File: config.mk
export PLATFORM = sky130hd
export DESIGN_NAME = dma_ctrl_fsm
export DESIGN_NICKNAME = d
export VERILOG_FILES = /design/src/source/mem_chip_pkg.sv /design/src/source/dma_ctrl_fsm.sv
export SDC_FILE = /design/constraint.sdc
export NUM_CORES = 1
export LEC_CHECK = 0
export BUFFER_PORTS_ARGS = -buffer_cell sky130_fd_sc_hd__buf_2
export CAP_MARGIN = 10
export CORE_AREA = 3 3 73 75
export DETAILED_ROUTE_END_ITERATION = 12
export DIE_AREA = 0 0 76 78
export GPL_TIMING_DRIVEN = 0
export PLACE_DENSITY = 0.81
export REMOVE_ABC_BUFFERS = 1
export SYNTH_ARGS = -nofsm -noshare
export SYNTH_HDL_FRONTEND = slang
export SYNTH_SLANG_ARGS = --single-unit
File: constraint.sdc
create_clock -name clk_i -period 4 [get_ports clk_i]
set_clock_uncertainty 0.15 [all_clocks]
set_input_delay 0.2 -clock clk_i [delete_from_list [all_inputs] [get_ports clk_i]]
set_output_delay 0.2 -clock clk_i [all_outputs]
set_load 0.03 [all_outputs]
File: src/source/mem_chip_pkg.sv
/*
 * Memory chip shared definitions: bus widths, local address map,
 * DMA register offsets and the packed request and response structs
 */
package mem_chip_pkg;

  localparam int unsigned ChipIdWidth    = 8;
  localparam int unsigned AddrWidth      = 48;
  localparam int unsigned LocalAddrWidth = AddrWidth - ChipIdWidth;
  localparam int unsigned DataWidth      = 64;
  localparam int unsigned ByteWidth      = 8;
  localparam int unsigned StrbWidth      = DataWidth / ByteWidth;
  localparam int unsigned SpmWords       = 512;
  localparam int unsigned SpmIdxWidth    = $clog2(SpmWords);
  localparam int unsigned DmaLenWidth    = 10;
  localparam int unsigned DmaOffWidth    = 5;

  //////////////////////////////////////////////////////////////////////
  // Local address map, below the chip ID byte
  //////////////////////////////////////////////////////////////////////

  localparam logic [LocalAddrWidth-1:0] SpmBase  = 40'h00_7000_0000;
  localparam logic [LocalAddrWidth-1:0] SpmBytes = 40'h00_0000_1000;
  localparam logic [LocalAddrWidth-1:0] DmaBase  = 40'h00_0500_0000;
  localparam logic [LocalAddrWidth-1:0] DmaBytes = 40'h00_0000_0020;

  // DMA register byte offsets
  localparam logic [DmaOffWidth-1:0] DmaSrcOff   = 5'h00;
  localparam logic [DmaOffWidth-1:0] DmaDstOff   = 5'h08;
  localparam logic [DmaOffWidth-1:0] DmaLenOff   = 5'h10;
  localparam logic [DmaOffWidth-1:0] DmaStartOff = 5'h18;

  typedef logic [ChipIdWidth-1:0] chip_id_t;
  typedef logic [SpmIdxWidth-1:0] spm_idx_t;

  typedef enum logic [1:0] {
    IdleRegion,
    SpmRegion,
    DmaRegion,
    ErrRegion
  } region_e;

  typedef struct packed {
    logic                 we;
    logic [AddrWidth-1:0] addr;
    logic [DataWidth-1:0] wdata;
    logic [StrbWidth-1:0] strb;
  } host_req_t;

  typedef struct packed {
    logic [DataWidth-1:0] rdata;
    logic                 err;
  } host_rsp_t;

  // One scratchpad access, word addressed
  typedef struct packed {
    logic                 we;
    spm_idx_t             idx;
    logic [DataWidth-1:0] wdata;
    logic [StrbWidth-1:0] strb;
  } spm_req_t;

  typedef struct packed {
    spm_idx_t               src;
    spm_idx_t               dst;
    logic [DmaLenWidth-1:0] len;
  } dma_cfg_t;

endpackage

File: src/source/dma_ctrl_fsm.sv
/*
 * DMA copy control: one scratchpad read followed by one write per
 * word, in ascending order, until the counter flags the last word
 */
`timescale 1ns/100ps

module dma_ctrl_fsm (
  input  logic                               clk_i,
  input  logic                               rst_ni,
  input  mem_chip_pkg::dma_cfg_t              cfg_i,
  input  logic                               start_i,
  input  logic [mem_chip_pkg::DataWidth-1:0] rdata_i,
  input  mem_chip_pkg::spm_idx_t              idx_i,
  input  logic                               last_i,
  output logic                               spm_valid_o,
  output mem_chip_pkg::spm_req_t              spm_req_o,
  output logic                               load_o,
  output logic                               step_o,
  output logic                               busy_o,
  output logic                               done_o
);

  typedef enum logic [1:0] {
    Idle,
    Read,
    Write
  } state_e;

  state_e state_d;
  state_e state_q;
  logic   go;

  // Zero length starts nothing
  assign go = start_i & (cfg_i.len != '0);

  //////////////////////////////////////////////////////////////////////
  // Next state and scratchpad access
  //////////////////////////////////////////////////////////////////////

  always_comb begin
    state_d     = state_q;
    spm_valid_o = 1'b0;
    spm_req_o   = '0;
    load_o      = 1'b0;
    step_o      = 1'b0;
    done_o      = 1'b0;
    case (state_q)
      Idle: begin
        if (go) begin
          load_o  = 1'b1;
          state_d = Read;
        end
      end
      Read: begin
        spm_valid_o   = 1'b1;
        spm_req_o.idx = cfg_i.src + idx_i;
        state_d       = Write;
      end
      Write: begin
        spm_valid_o     = 1'b1;
        spm_req_o.we    = 1'b1;
        spm_req_o.idx   = cfg_i.dst + idx_i;
        spm_req_o.wdata = rdata_i;
        spm_req_o.strb  = '1;
        step_o          = 1'b1;
        if (last_i) begin
          done_o  = 1'b1;
          state_d = Idle;
        end else begin
          state_d = Read;
        end
      end
      default: state_d = Idle;
    endcase
  end

  always_ff @(posedge clk_i) begin
    if (!rst_ni) begin
      state_q <= Idle;
    end else begin
      state_q <= state_d;
    end
  end

  // Busy already in the start cycle so the host loses its grant at once
  assign busy_o = (state_q != Idle) | go;

endmodule

==> flow_summary.yaml, run 1 <==
floorplanning:
  dieArea_um2: 5930
  io_pins: 192
  initial_core_util_pct: 25.9
  die_height_um: 78
  die_x_um: 76
  core_um2: 4720
  placementRows: 25
finish:
  largest_reg_flops: 2
  fillers: 463
  multi_input_area_um2: 1060
  largest_register: "state_q"
  regArea_um2: 40.0
  diodes: 0
  area_growth_pct: 82.4
  final_cell_area_um2: 2230
  fin_nets: 467
  drive_gt1_share_pct: 60.4
  reg_top3: "state_q x2"
timing:
  setup_viol: 0
  fin_setup_tns_ns: 0
  tightest_slew_ns: 0.333
  max_clock_freq_ghz: 0.296
  slew_violations: 0
  relSlewSlack_pct: 77.6
  fin_crit_sh_pct: 84.5
  min_period_ns: 3.38
  hold_viol: 0
  rsz0062_at_grt: "false"
  fin_ws_ns: 0.622
hold_path:
  holdCritPathClass: "in -> reg"
  hold_depth: 2
setup_path:
  worstSetupPathType: "reg -> out"
  end_kind: "output port"
  worstPathMaxFanout: 74
  r2r_cells: 6
  worstPathArrival_ns: 3.03
  crit_required_ns: 3.65
  start_kind: "flip-flop"
place:
  gp_congestion: 0.835
  dpl.hpwl_um: 4570
  place_ws_ns: 0.858
  dpl_cell_area_um2: 2190
  numPortBuffers: 191
clock_tree:
  cts_buffers: 3
  post_cts.resized_instances: 0
  htreeDepth: 1
  clk_latency_ns: 0.21
  cts.sinks: 2
  clockRootBuffer: "clkbuf_8"
  cts_tree: "done"
  clk_pin_slew_ns: 0.03
  cts_hold_buffers: 0
  postCtsSetupBuffers: 0
  cts_max_path_buffers: 2
power_and_ir_drop:
  p_sw_uw: 369
  p_seq_share_pct: 4.3
  peakVddDrop_mv: 0.208
  power-per-cell-area_nw_per_um2: 291
  pwr-share-comb_pct: 83.3
  p_leak_nw: 1.41
  p_int_uw: 280
  p_sw_share_pct: 56.8
  pwr-share-clk_pct: 12.5
yosys:
  synth.top_cells.by_count: "and2_1 (65), ha_1 (13), buf_4 (9)"
  synth.top_cells.by_area: "and2_1 (33%), ha_1 (13%), mux2_2 (7.4%)"
  avgSynthCellArea_um2: 7.27
  ys_seq_area_share_pct: 3.28
  syn_inst: 168
  yosysTopAreaCell: "and2_1"
  synth-seq-cells: 2
  ys.flop_type: "dfxtp_1"
  synth_edf_count: 0
  synthDistinctLibCells: 36
  ys_warn_count: 0
  yosysMostFrequentCell: "and2_1"
  yosysTopAreaCellShare_pct: 33.3
  syn-cell-area_um2: 1220
  ys_async_sr_fraction_pct: 0
global_routing:
  grt_pass1_wl_um: 8200
  grt_util_all_layers_pct: 16.6
  antenna_found_initial: 0
  grt_overflow: 0
  grt_pass1_vias: 1709
  grt_max_degree: 75
drt:
  antenna_left: 0
  drtIter0Drc: 34
  firstDrtPassIters: 4
  viasPerCell: 4.31
  vias: 1778
  remaining_drc_errors: 0
  wl_per_cell_um: 12.8
  finalWirelength_um: 5310
run_status:
  status: "completed"
flow_run:
  maxCapViolations: 0
-- kinds of logic (layout without fill, tap and decap cells) --
| kind of cell | Yosys count | count (layout) | synth area share, % |
|---|---|---|---|
| AND/OR/NAND/NOR | 92 | 92 | 45.9 |
| buffers and inverters | 25 | 203 | 10.5 |
| AO/OA/AOI/OAI | 20 | 20 | 12.7 |
| adder cells (fa/ha/maj) | 14 | 14 | 15.0 |
| multiplexers | 11 | 11 | 9.84 |
| XOR/XNOR | 4 | 4 | 2.87 |
| flip-flops | 2 | 2 | 3.28 |
-- worst paths after layout --
check	from	endpoint	slack (ns)
setup / recovery	state_q[0]$_SDFFE_PN0P_	spm_req_o[78]	0.62
hold reg to reg	state_q[1]$_SDFFE_PN0P_	state_q[1]$_SDFFE_PN0P_	0.38
hold / removal	rst_ni	state_q[0]$_SDFFE_PN0P_	0.10
setup reg to reg	state_q[0]$_SDFFE_PN0P_	state_q[0]$_SDFFE_PN0P_	2.33
-- layout make-up --
cell class              count  area share, %
clock buffers               3           1.85
inverters                   8           1.35
multi-input cells         141           47.4
flip-flops and latches      2           1.80
well taps                  67           3.76
repair buffers            192           43.8
-- cell usage in the layout (no fill, tap or decap), types with 2 or more instances in the layout --
cell type	synthesis	final
nor2b_1	3	3
nor3_1	2	2
nor4_2	2	2
inv_1	7	7
o21ai_0	3	3
ha_1	13	12
a21oi_1	3	3
or3_1	3	3
nand2_1	4	4
dfxtp_1	2	2
mux2i_1	3	3
nor2_1	5	5
mux2_2	8	8
clkbuf_8	0	3
o2111ai_1	2	2
nand3_1	4	4
and2_1	65	65
xor2_1	3	3
o21a_1	3	3
buf_2	0	191
-- power groups by stage --
stage	sequential, mW	clock, mW	combinational (mW)
global route	0.0286	0.0864	0.585
finish	0.0277	0.0809	0.540
CTS	0.0277	0.0824	0.544
floorplan	0.0271	0	0.372
global placement	0.0275	0	0.530
detailed placement	0.0280	0	0.542
-- worst max-delay path, stage by stage, from the launching register on --
cell     delay [ns]
dfxtp_1        0.32
inv_1          0.10
ha_2           0.35
buf_12         0.26
mux2_2         0.38
ha_1           0.29
nor2b_1        0.14
o31a_1         0.28
or3_1          0.36
nand3_1        0.09
buf_2          0.20
-- through the flow --
| stage | hold WS [ns] | power (mW) | util [%] | cells |
|---|---|---|---|---|
| 5_1_grt | 0.108 | 0.700 | 47.2 | 413 |
| 2_1_floorplan | 0.183 | 0.399 | - | 151 |
| 3_3_place_gp | 0.312 | 0.558 | 45.8 | 409 |
| 4_1_cts | 0.0983 | 0.654 | 47.2 | 413 |
| 3_5_place_dp | 0.319 | 0.570 | 46.3 | 410 |
| 6_report | 0.104 | 0.649 | 47.2 | 413 |
-- metal layers --
layer | part of all wire (%) | up-vias | track usage (%)
met3 | 8.7 | 8 | 4.29
met5 | 0 | - | 0
li1 | - | 911 | -
met2 | 50 | 93 | 29.7
met4 | 1.1 | 0 | 5.07
met1 | 40 | 766 | 19.4
Power figures use the tool's default switching activity.
==> run 2, diff against run 1 <==
==> constraint.sdc (replaced) <==
create_clock -name clk_i -period 3.4 [get_ports clk_i]
set_clock_uncertainty 0.15 [all_clocks]
set_input_delay 0.17 -clock clk_i [delete_from_list [all_inputs] [get_ports clk_i]]
set_output_delay 0.17 -clock clk_i [all_outputs]
set_load 0.03 [all_outputs]
==> run 2 against run 1 <==
Clock power rose by 17%. Die area did not move. Critical path depth did not move. Setup slack got worse by 0.37 ns. Non-clock buffer count rose by 4. Routed wire length rose by 3.2%. First-iteration DRC count rose by 5.9%. Register-to-register slack got worse by 0.66 ns. Sequential share of layout area fell by 0.061 points. Sequential power rose by 21%. Largest cell class unchanged.
==> flow_summary.yaml, run 2 (synthesis results as in run 1) <==
run_status:
  status: "completed"
setup_path:
  worstPathArrival_ns: 2.82
  slowest_stage: "mux2_2"
  max_stage_delay_ns: 0.37
  start_kind: "flip-flop"
  end_kind: "output port"
  worstPathMaxFanout: 37
  crit_required_ns: 3.08
  crit_chain: "inv_1 > ha_4 > buf_16 > mux2_2 > ha_1 > nor2b_1 > o31a_1 > or3_1 > nand3_1 > buf_2"
  worstSetupPathType: "reg -> out"
finish:
  largest_reg_flops: 2
  area_growth_pct: 88.7
  final_util_pct: 48.8
  diodes: 0
  layout_commonest_cell: "buf_2"
  drive_gt1_share_pct: 60.9
  reg_top3: "state_q x2"
  fin_nets: 471
  largest_register: "state_q"
  final_cell_area_um2: 2300
  layout.cells.most_common_list: "buf_2 (191), and2_1 (65), ha_1 (12), mux2_2 (8), inv_1 (7)"
drt:
  firstDrtPassIters: 6
  antenna_left: 0
  remaining_drc_errors: 0
  wl_per_cell_um: 13.1
  drtIter0Drc: 36
  vias: 1810
  finalWirelength_um: 5480
  viasPerCell: 4.34
clock_tree:
  cts_max_path_buffers: 2
  cts_hold_buffers: 0
  clk_latency_ns: 0.21
  htreeDepth: 1
  cts_tree: "done"
  cts.sinks: 2
  cts_buffers: 3
  clockRootBuffer: "clkbuf_8"
  clk_pin_slew_ns: 0.03
global_routing:
  grt_util_all_layers_pct: 16.6
  grt_pass1_vias: 1709
  grt_overflow: 0
  met1_usage_pct: 19.4
  antenna_found_initial: 0
  use_met2_pct: 29.7
  busiest_layer: "met2"
  met3_usage_pct: 4.29
  grt_max_degree: 75
  grt_pass1_wl_um: 8200
floorplanning:
  placementRows: 25
  die_height_um: 78
  core_um2: 4720
  dieArea_um2: 5930
  initial_core_util_pct: 25.9
  io_pins: 192
  die_x_um: 76
timing:
  fin_ws_ns: 0.256
  rsz0062_at_grt: "false"
  relSlewSlack_pct: 77.5
  slew_violations: 0
  setup_viol: 0
  fin_crit_sh_pct: 92.5
  hold_viol: 0
  tightest_slew_ns: 0.335
  min_period_ns: 3.14
  max_clock_freq_ghz: 0.318
place:
  place_ws_ns: 0.288
  dpl_cell_area_um2: 2190
  numPortBuffers: 191
  gp_congestion: 0.835
  dpl.hpwl_um: 4570
power_and_ir_drop:
  peakVddDrop_mv: 0.245
  p_leak_nw: 1.45
  power-per-cell-area_nw_per_um2: 343
  total_power_uw: 791
flow_run:
  maxCapViolations: 0
hold_path:
  holdCritPathClass: "in -> reg"
-- run 2: cell count changes in the layout (fill, tap and decap cells not counted), sizes merged --
cell / before / now
clkbuf: 3 / 4
buf: 192 / 195
-- run 2: area by class of cell --
type | instances | area [µm²]
clock buffers | 3 | 41.3
fillers | 458 | 2420
inverters | 8 | 30.0
multi-input cells | 141 | 1070
flip-flops and latches | 2 | 40.0
well taps | 67 | 83.8
repair buffers | 196 | 1040
-- run 2: layer usage --
metal / routed length, µm / up-vias
li1: - / 922
met1: 2190 / 787
met2: 2750 / 93
met3: 469 / 8
met4: 68 / 0
met5: 0 / -
-- run 2: final timing paths --
path	from	endpoint	slack (ns)	cells past startpoint
setup / recovery	state_q[0]$_SDFFE_PN0P_	spm_req_o[78]	0.26	10
hold / removal	rst_ni	state_q[0]$_SDFFE_PN0P_	0.07	2
setup reg to reg	state_q[1]$_SDFFE_PN0P_	state_q[0]$_SDFFE_PN0P_	1.67	6
hold reg to reg	state_q[1]$_SDFFE_PN0P_	state_q[1]$_SDFFE_PN0P_	0.41	2
-- run 2: worst max-delay path: cells and delay by family, from the launching register on --
kind            cells  cell delay (ns)
buf+inv             3             0.52
fa+ha+maj           2             0.52
simple gates        3             0.59
mux                 1             0.37
flops               1             0.32
compound gates      1             0.28
-- run 2: power breakdown --
group / switching, mW / total [mW] / internal [mW]
logic: 0.417 / 0.663 / 0.246
registers: 0.00505 / 0.0334 / 0.0284
clock network: 0.0197 / 0.0947 / 0.0750
-- run 2: repair_timing --
| item | 4_1_cts | 5_1_grt |
|---|---|---|
| hold endpoints to repair | 0 | 0 |
| setup buffers | 0 | 3 |
| gates resized for setup | 0 | 2 |
| endpoints found under the setup margin | 0 | 5 |
-- run 2: per-stage QoR --
stage / setup TNS [ns] / hold slack (ns) / instances
2_1_floorplan: -79.60 / 0.153 / 151
3_3_place_gp: -4.46 / 0.282 / 409
3_5_place_dp: 0 / 0.289 / 410
4_1_cts: 0 / 0.0683 / 413
5_1_grt: 0 / 0.0783 / 417
6_report: 0 / 0.0741 / 417
==> run 3, diff against run 2 <==
--- a/config.mk
+++ b/config.mk
@@ -5,13 +5,14 @@
 export SDC_FILE = /design/constraint.sdc
 export NUM_CORES = 1
 export LEC_CHECK = 0
+export ABC_AREA = 1
 export BUFFER_PORTS_ARGS = -buffer_cell sky130_fd_sc_hd__buf_2
 export CAP_MARGIN = 10
 export CORE_AREA = 3 3 73 75
 export DETAILED_ROUTE_END_ITERATION = 12
 export DIE_AREA = 0 0 76 78
 export GPL_TIMING_DRIVEN = 0
-export PLACE_DENSITY = 0.81
+export PLACE_DENSITY = 0.86
 export REMOVE_ABC_BUFFERS = 1
 export SYNTH_ARGS = -nofsm -noshare
 export SYNTH_HDL_FRONTEND = slang
==> constraint.sdc (replaced) <==
create_clock -name clk_i -period 2.7 [get_ports clk_i]
set_clock_uncertainty 0.15 [all_clocks]
set_input_delay 0.135 -clock clk_i [delete_from_list [all_inputs] [get_ports clk_i]]
set_output_delay 0.135 -clock clk_i [all_outputs]
set_load 0.03 [all_outputs]
==> run 3 against run 2 <==
Worst hold slack worse by 0.055 ns. Combinational power up 96%. Register-to-register slack worse by 0.66 ns. Sequential share of layout area about the same. Routed wire length up 3.2%. Area after synthesis up 7.9%. Critical path depth up 3. Sequential cell count unchanged. Clock power up 22%. Setup slack worse by 0.22 ns. Largest power group unchanged.
==> flow_summary.yaml, run 3 <==
global_routing:
  grt_pass1_wl_um: 8020
  grt_overflow: 0
  antenna_found_initial: 0
  grt_max_degree: 56
  grt_pass1_vias: 1971
  grt_util_all_layers_pct: 16.0
timing:
  fin_crit_sh_pct: 98.5
  hold_viol: 0
  hold_ws_ns: 0.0196
  min_period_ns: 2.66
  relSlewSlack_pct: 79.9
  max_clock_freq_ghz: 0.376
  tightest_slew_ns: 0.302
  setup_viol: 0
  slew_violations: 0
finish:
  area_growth_pct: 97.5
  final_util_pct: 55.1
  largest_register: "state_q"
  largest_reg_flops: 2
  layout.cells.most_common_list: "buf_2 (186), nand2_1 (85), inv_1 (82), nor2_1 (14), buf_4 (12)"
  reg_top3: "state_q x2"
  drive_gt1_share_pct: 53.5
  diodes: 0
  layout_commonest_cell: "buf_2"
  fin_nets: 573
  stdcell_count: 519
setup_path:
  crit_chain: "inv_4 > ha_4 > buf_4 > mux2_2 > ha_4 > nand2_1 > nand2_1 > inv_2 > o21a_1 > nand3_2 > nand2_1 > nor2_1 > buf_4"
  critPathTopFamily: "adder cells"
  worstPathArrival_ns: 2.38
  max_stage_delay_ns: 0.36
  end_kind: "output port"
  path_buf_inv: 4
  worstPathMaxFanout: 5
  crit_required_ns: 2.41
  cp_common_cell: "nand2_1"
  start_kind: "flip-flop"
  slowest_stage: "mux2_2"
  worstSetupPathType: "reg -> out"
  cp.depth: 13
  r2r_cells: 9
yosys:
  synth.mux.area_fraction_pct: 5.98
  synth_edf_count: 0
  yosysTopAreaCellShare_pct: 25.4
  syn_inst: 264
  synth-xor-area-share_pct: 0.665
  synthSimpleGateAreaFrac_pct: 34.5
  synthDistinctLibCells: 19
  synth.top_cells.by_area: "nand2_1 (25%), inv_1 (24%), ha_1 (12%)"
  synth.top_cells.by_count: "nand2_1 (89), inv_1 (84), nor2_1 (16)"
  ys.flop_type: "dfxtp_1"
  yosysMostFrequentCell: "nand2_1"
  avgSynthCellArea_um2: 4.99
  syn-cell-area_um2: 1320
  synth_compound_area_share_pct: 9.59
  synth_fa_ha_area_share_pct: 13.9
  yosysTopAreaCell: "nand2_1"
  synth_top_family_by_area: "simple AND/OR/NAND/NOR gates"
  ys_warn_count: 0
  synth-seq-cells: 2
  ys_seq_area_share_pct: 3.04
  ys_async_sr_fraction_pct: 0
power_and_ir_drop:
  p_leak_nw: 2.05
  power-per-cell-area_nw_per_um2: 563
  peakVddDrop_mv: 0.400
place:
  numPortBuffers: 191
  gp_congestion: 0.804
  dp_cells: 506
  dpl.hpwl_um: 4200
drt:
  antenna_left: 0
  drtIter0Drc: 46
  wl_per_cell_um: 10.9
  firstDrtPassIters: 5
  vias: 2177
  finalWirelength_um: 5650
  viasPerCell: 4.19
  remaining_drc_errors: 0
clock_tree:
  cts.sinks: 2
  cts_max_path_buffers: 2
  clk_latency_ns: 0.21
  cts_tree: "done"
  htreeDepth: 1
  clockRootBuffer: "clkbuf_8"
  clk_pin_slew_ns: 0.03
  cts_buffers: 3
floorplanning:
  placementRows: 25
  dieArea_um2: 5930
  die_height_um: 78
  initial_core_util_pct: 27.9
  io_pins: 192
  core_um2: 4720
  die_x_um: 76
flow_run:
  maxCapViolations: 0
hold_path:
  holdCritPathClass: "in -> reg"
  hold_depth: 3
run_status:
  status: "completed"
[run 3: cell count changes in the layout (fill, tap and decap cells not counted), moves of 5 or more]
cell / previous run / this run
a21oi_2: 0 / 5
and2_1: 65 / 0
a21oi_1: 3 / 8
inv_1: 7 / 82
mux2_4: 0 / 6
mux2_2: 8 / 1
ha_4: 1 / 7
nand2_1: 4 / 85
ha_1: 12 / 5
nor2_1: 5 / 14
buf_2: 191 / 186
buf_4: 2 / 12
[run 3: area by class of cell]
type	count	area, µm²
fill	412	2120
tap	67	83.8
inverter	85	322
timing repair buffer	202	1090
multi-input combinational	160	1020
sequential	2	45.0
clock buffer	3	41.3
[run 3: final timing paths]
check | from | to | slack [ns]
worst max register to register | state_q[0]$_SDFFE_PN0P_ | state_q[0]$_SDFFE_PN0P_ | 1.01
worst max-delay path | state_q[0]$_SDFFE_PN0P_ | spm_req_o[79] | 0.04
worst min-delay path | rst_ni | state_q[1]$_SDFFE_PN0P_ | 0.02
worst min register to register | state_q[1]$_SDFFE_PN0P_ | state_q[1]$_SDFFE_PN0P_ | 0.48
[run 3: power breakdown]
group,switching (mW),internal [mW]
Combinational,0.836,0.463
Clock,0.0220,0.0941
Sequential,0.00948,0.0401
[run 3: worst reg2reg max path, delay by kind of cell (launching register included)]
family | cells | cell delay, ns
AND/OR/NAND/NOR | 3 | 0.24
flip-flops | 1 | 0.35
adder cells (fa/ha/maj) | 1 | 0.20
buffers and inverters | 4 | 0.54
AO/OA/AOI/OAI | 1 | 0.15
[run 3: layer usage]
metal / track usage, % / vias to the layer above / share of wire [%]
li1: - / 1118 / -
met1: 16.0 / 927 / 37
met2: 32.4 / 126 / 53
met3: 3.48 / 6 / 8.8
met4: 5.07 / 0 / 0.90
met5: 0 / - / 0
[run 3: through the flow]
stage / setup WS, ns / area, µm² / power, mW / setup TNS [ns]
finish: 0.0398 / 2600 / 1.46 / 0
CTS: 0.0114 / 2400 / 1.34 / 0
global placement: -1.79 / 2250 / 1.14 / -43.01
floorplan: -3.41 / 1210 / 0.847 / -162.61
detailed placement: -0.276 / 2270 / 1.15 / -0.893
global route: -0.0630 / 2600 / 1.57 / -0.114
[run 3: kinds of logic (layout without fill, tap and decap cells)]
| group | after synthesis | count (layout) |
|---|---|---|
| AOI/OAI and AO/OA | 22 | 22 |
| xor gates and xnor gates | 1 | 1 |
| adders and majority gates | 14 | 14 |
| buffers and inverters | 102 | 290 |
| DFF | 2 | 2 |
| muxes | 7 | 7 |
| and+or+nand+nor | 116 | 116 |
[run 3: repair_timing]
action	CTS	global route
hold buffers	0	0
pin swaps	1	11
buffers inserted	7	4
endpoints found under the hold margin	0	0
setup endpoints to repair	8	6
gates cloned	0	0
resized for setup	9	44
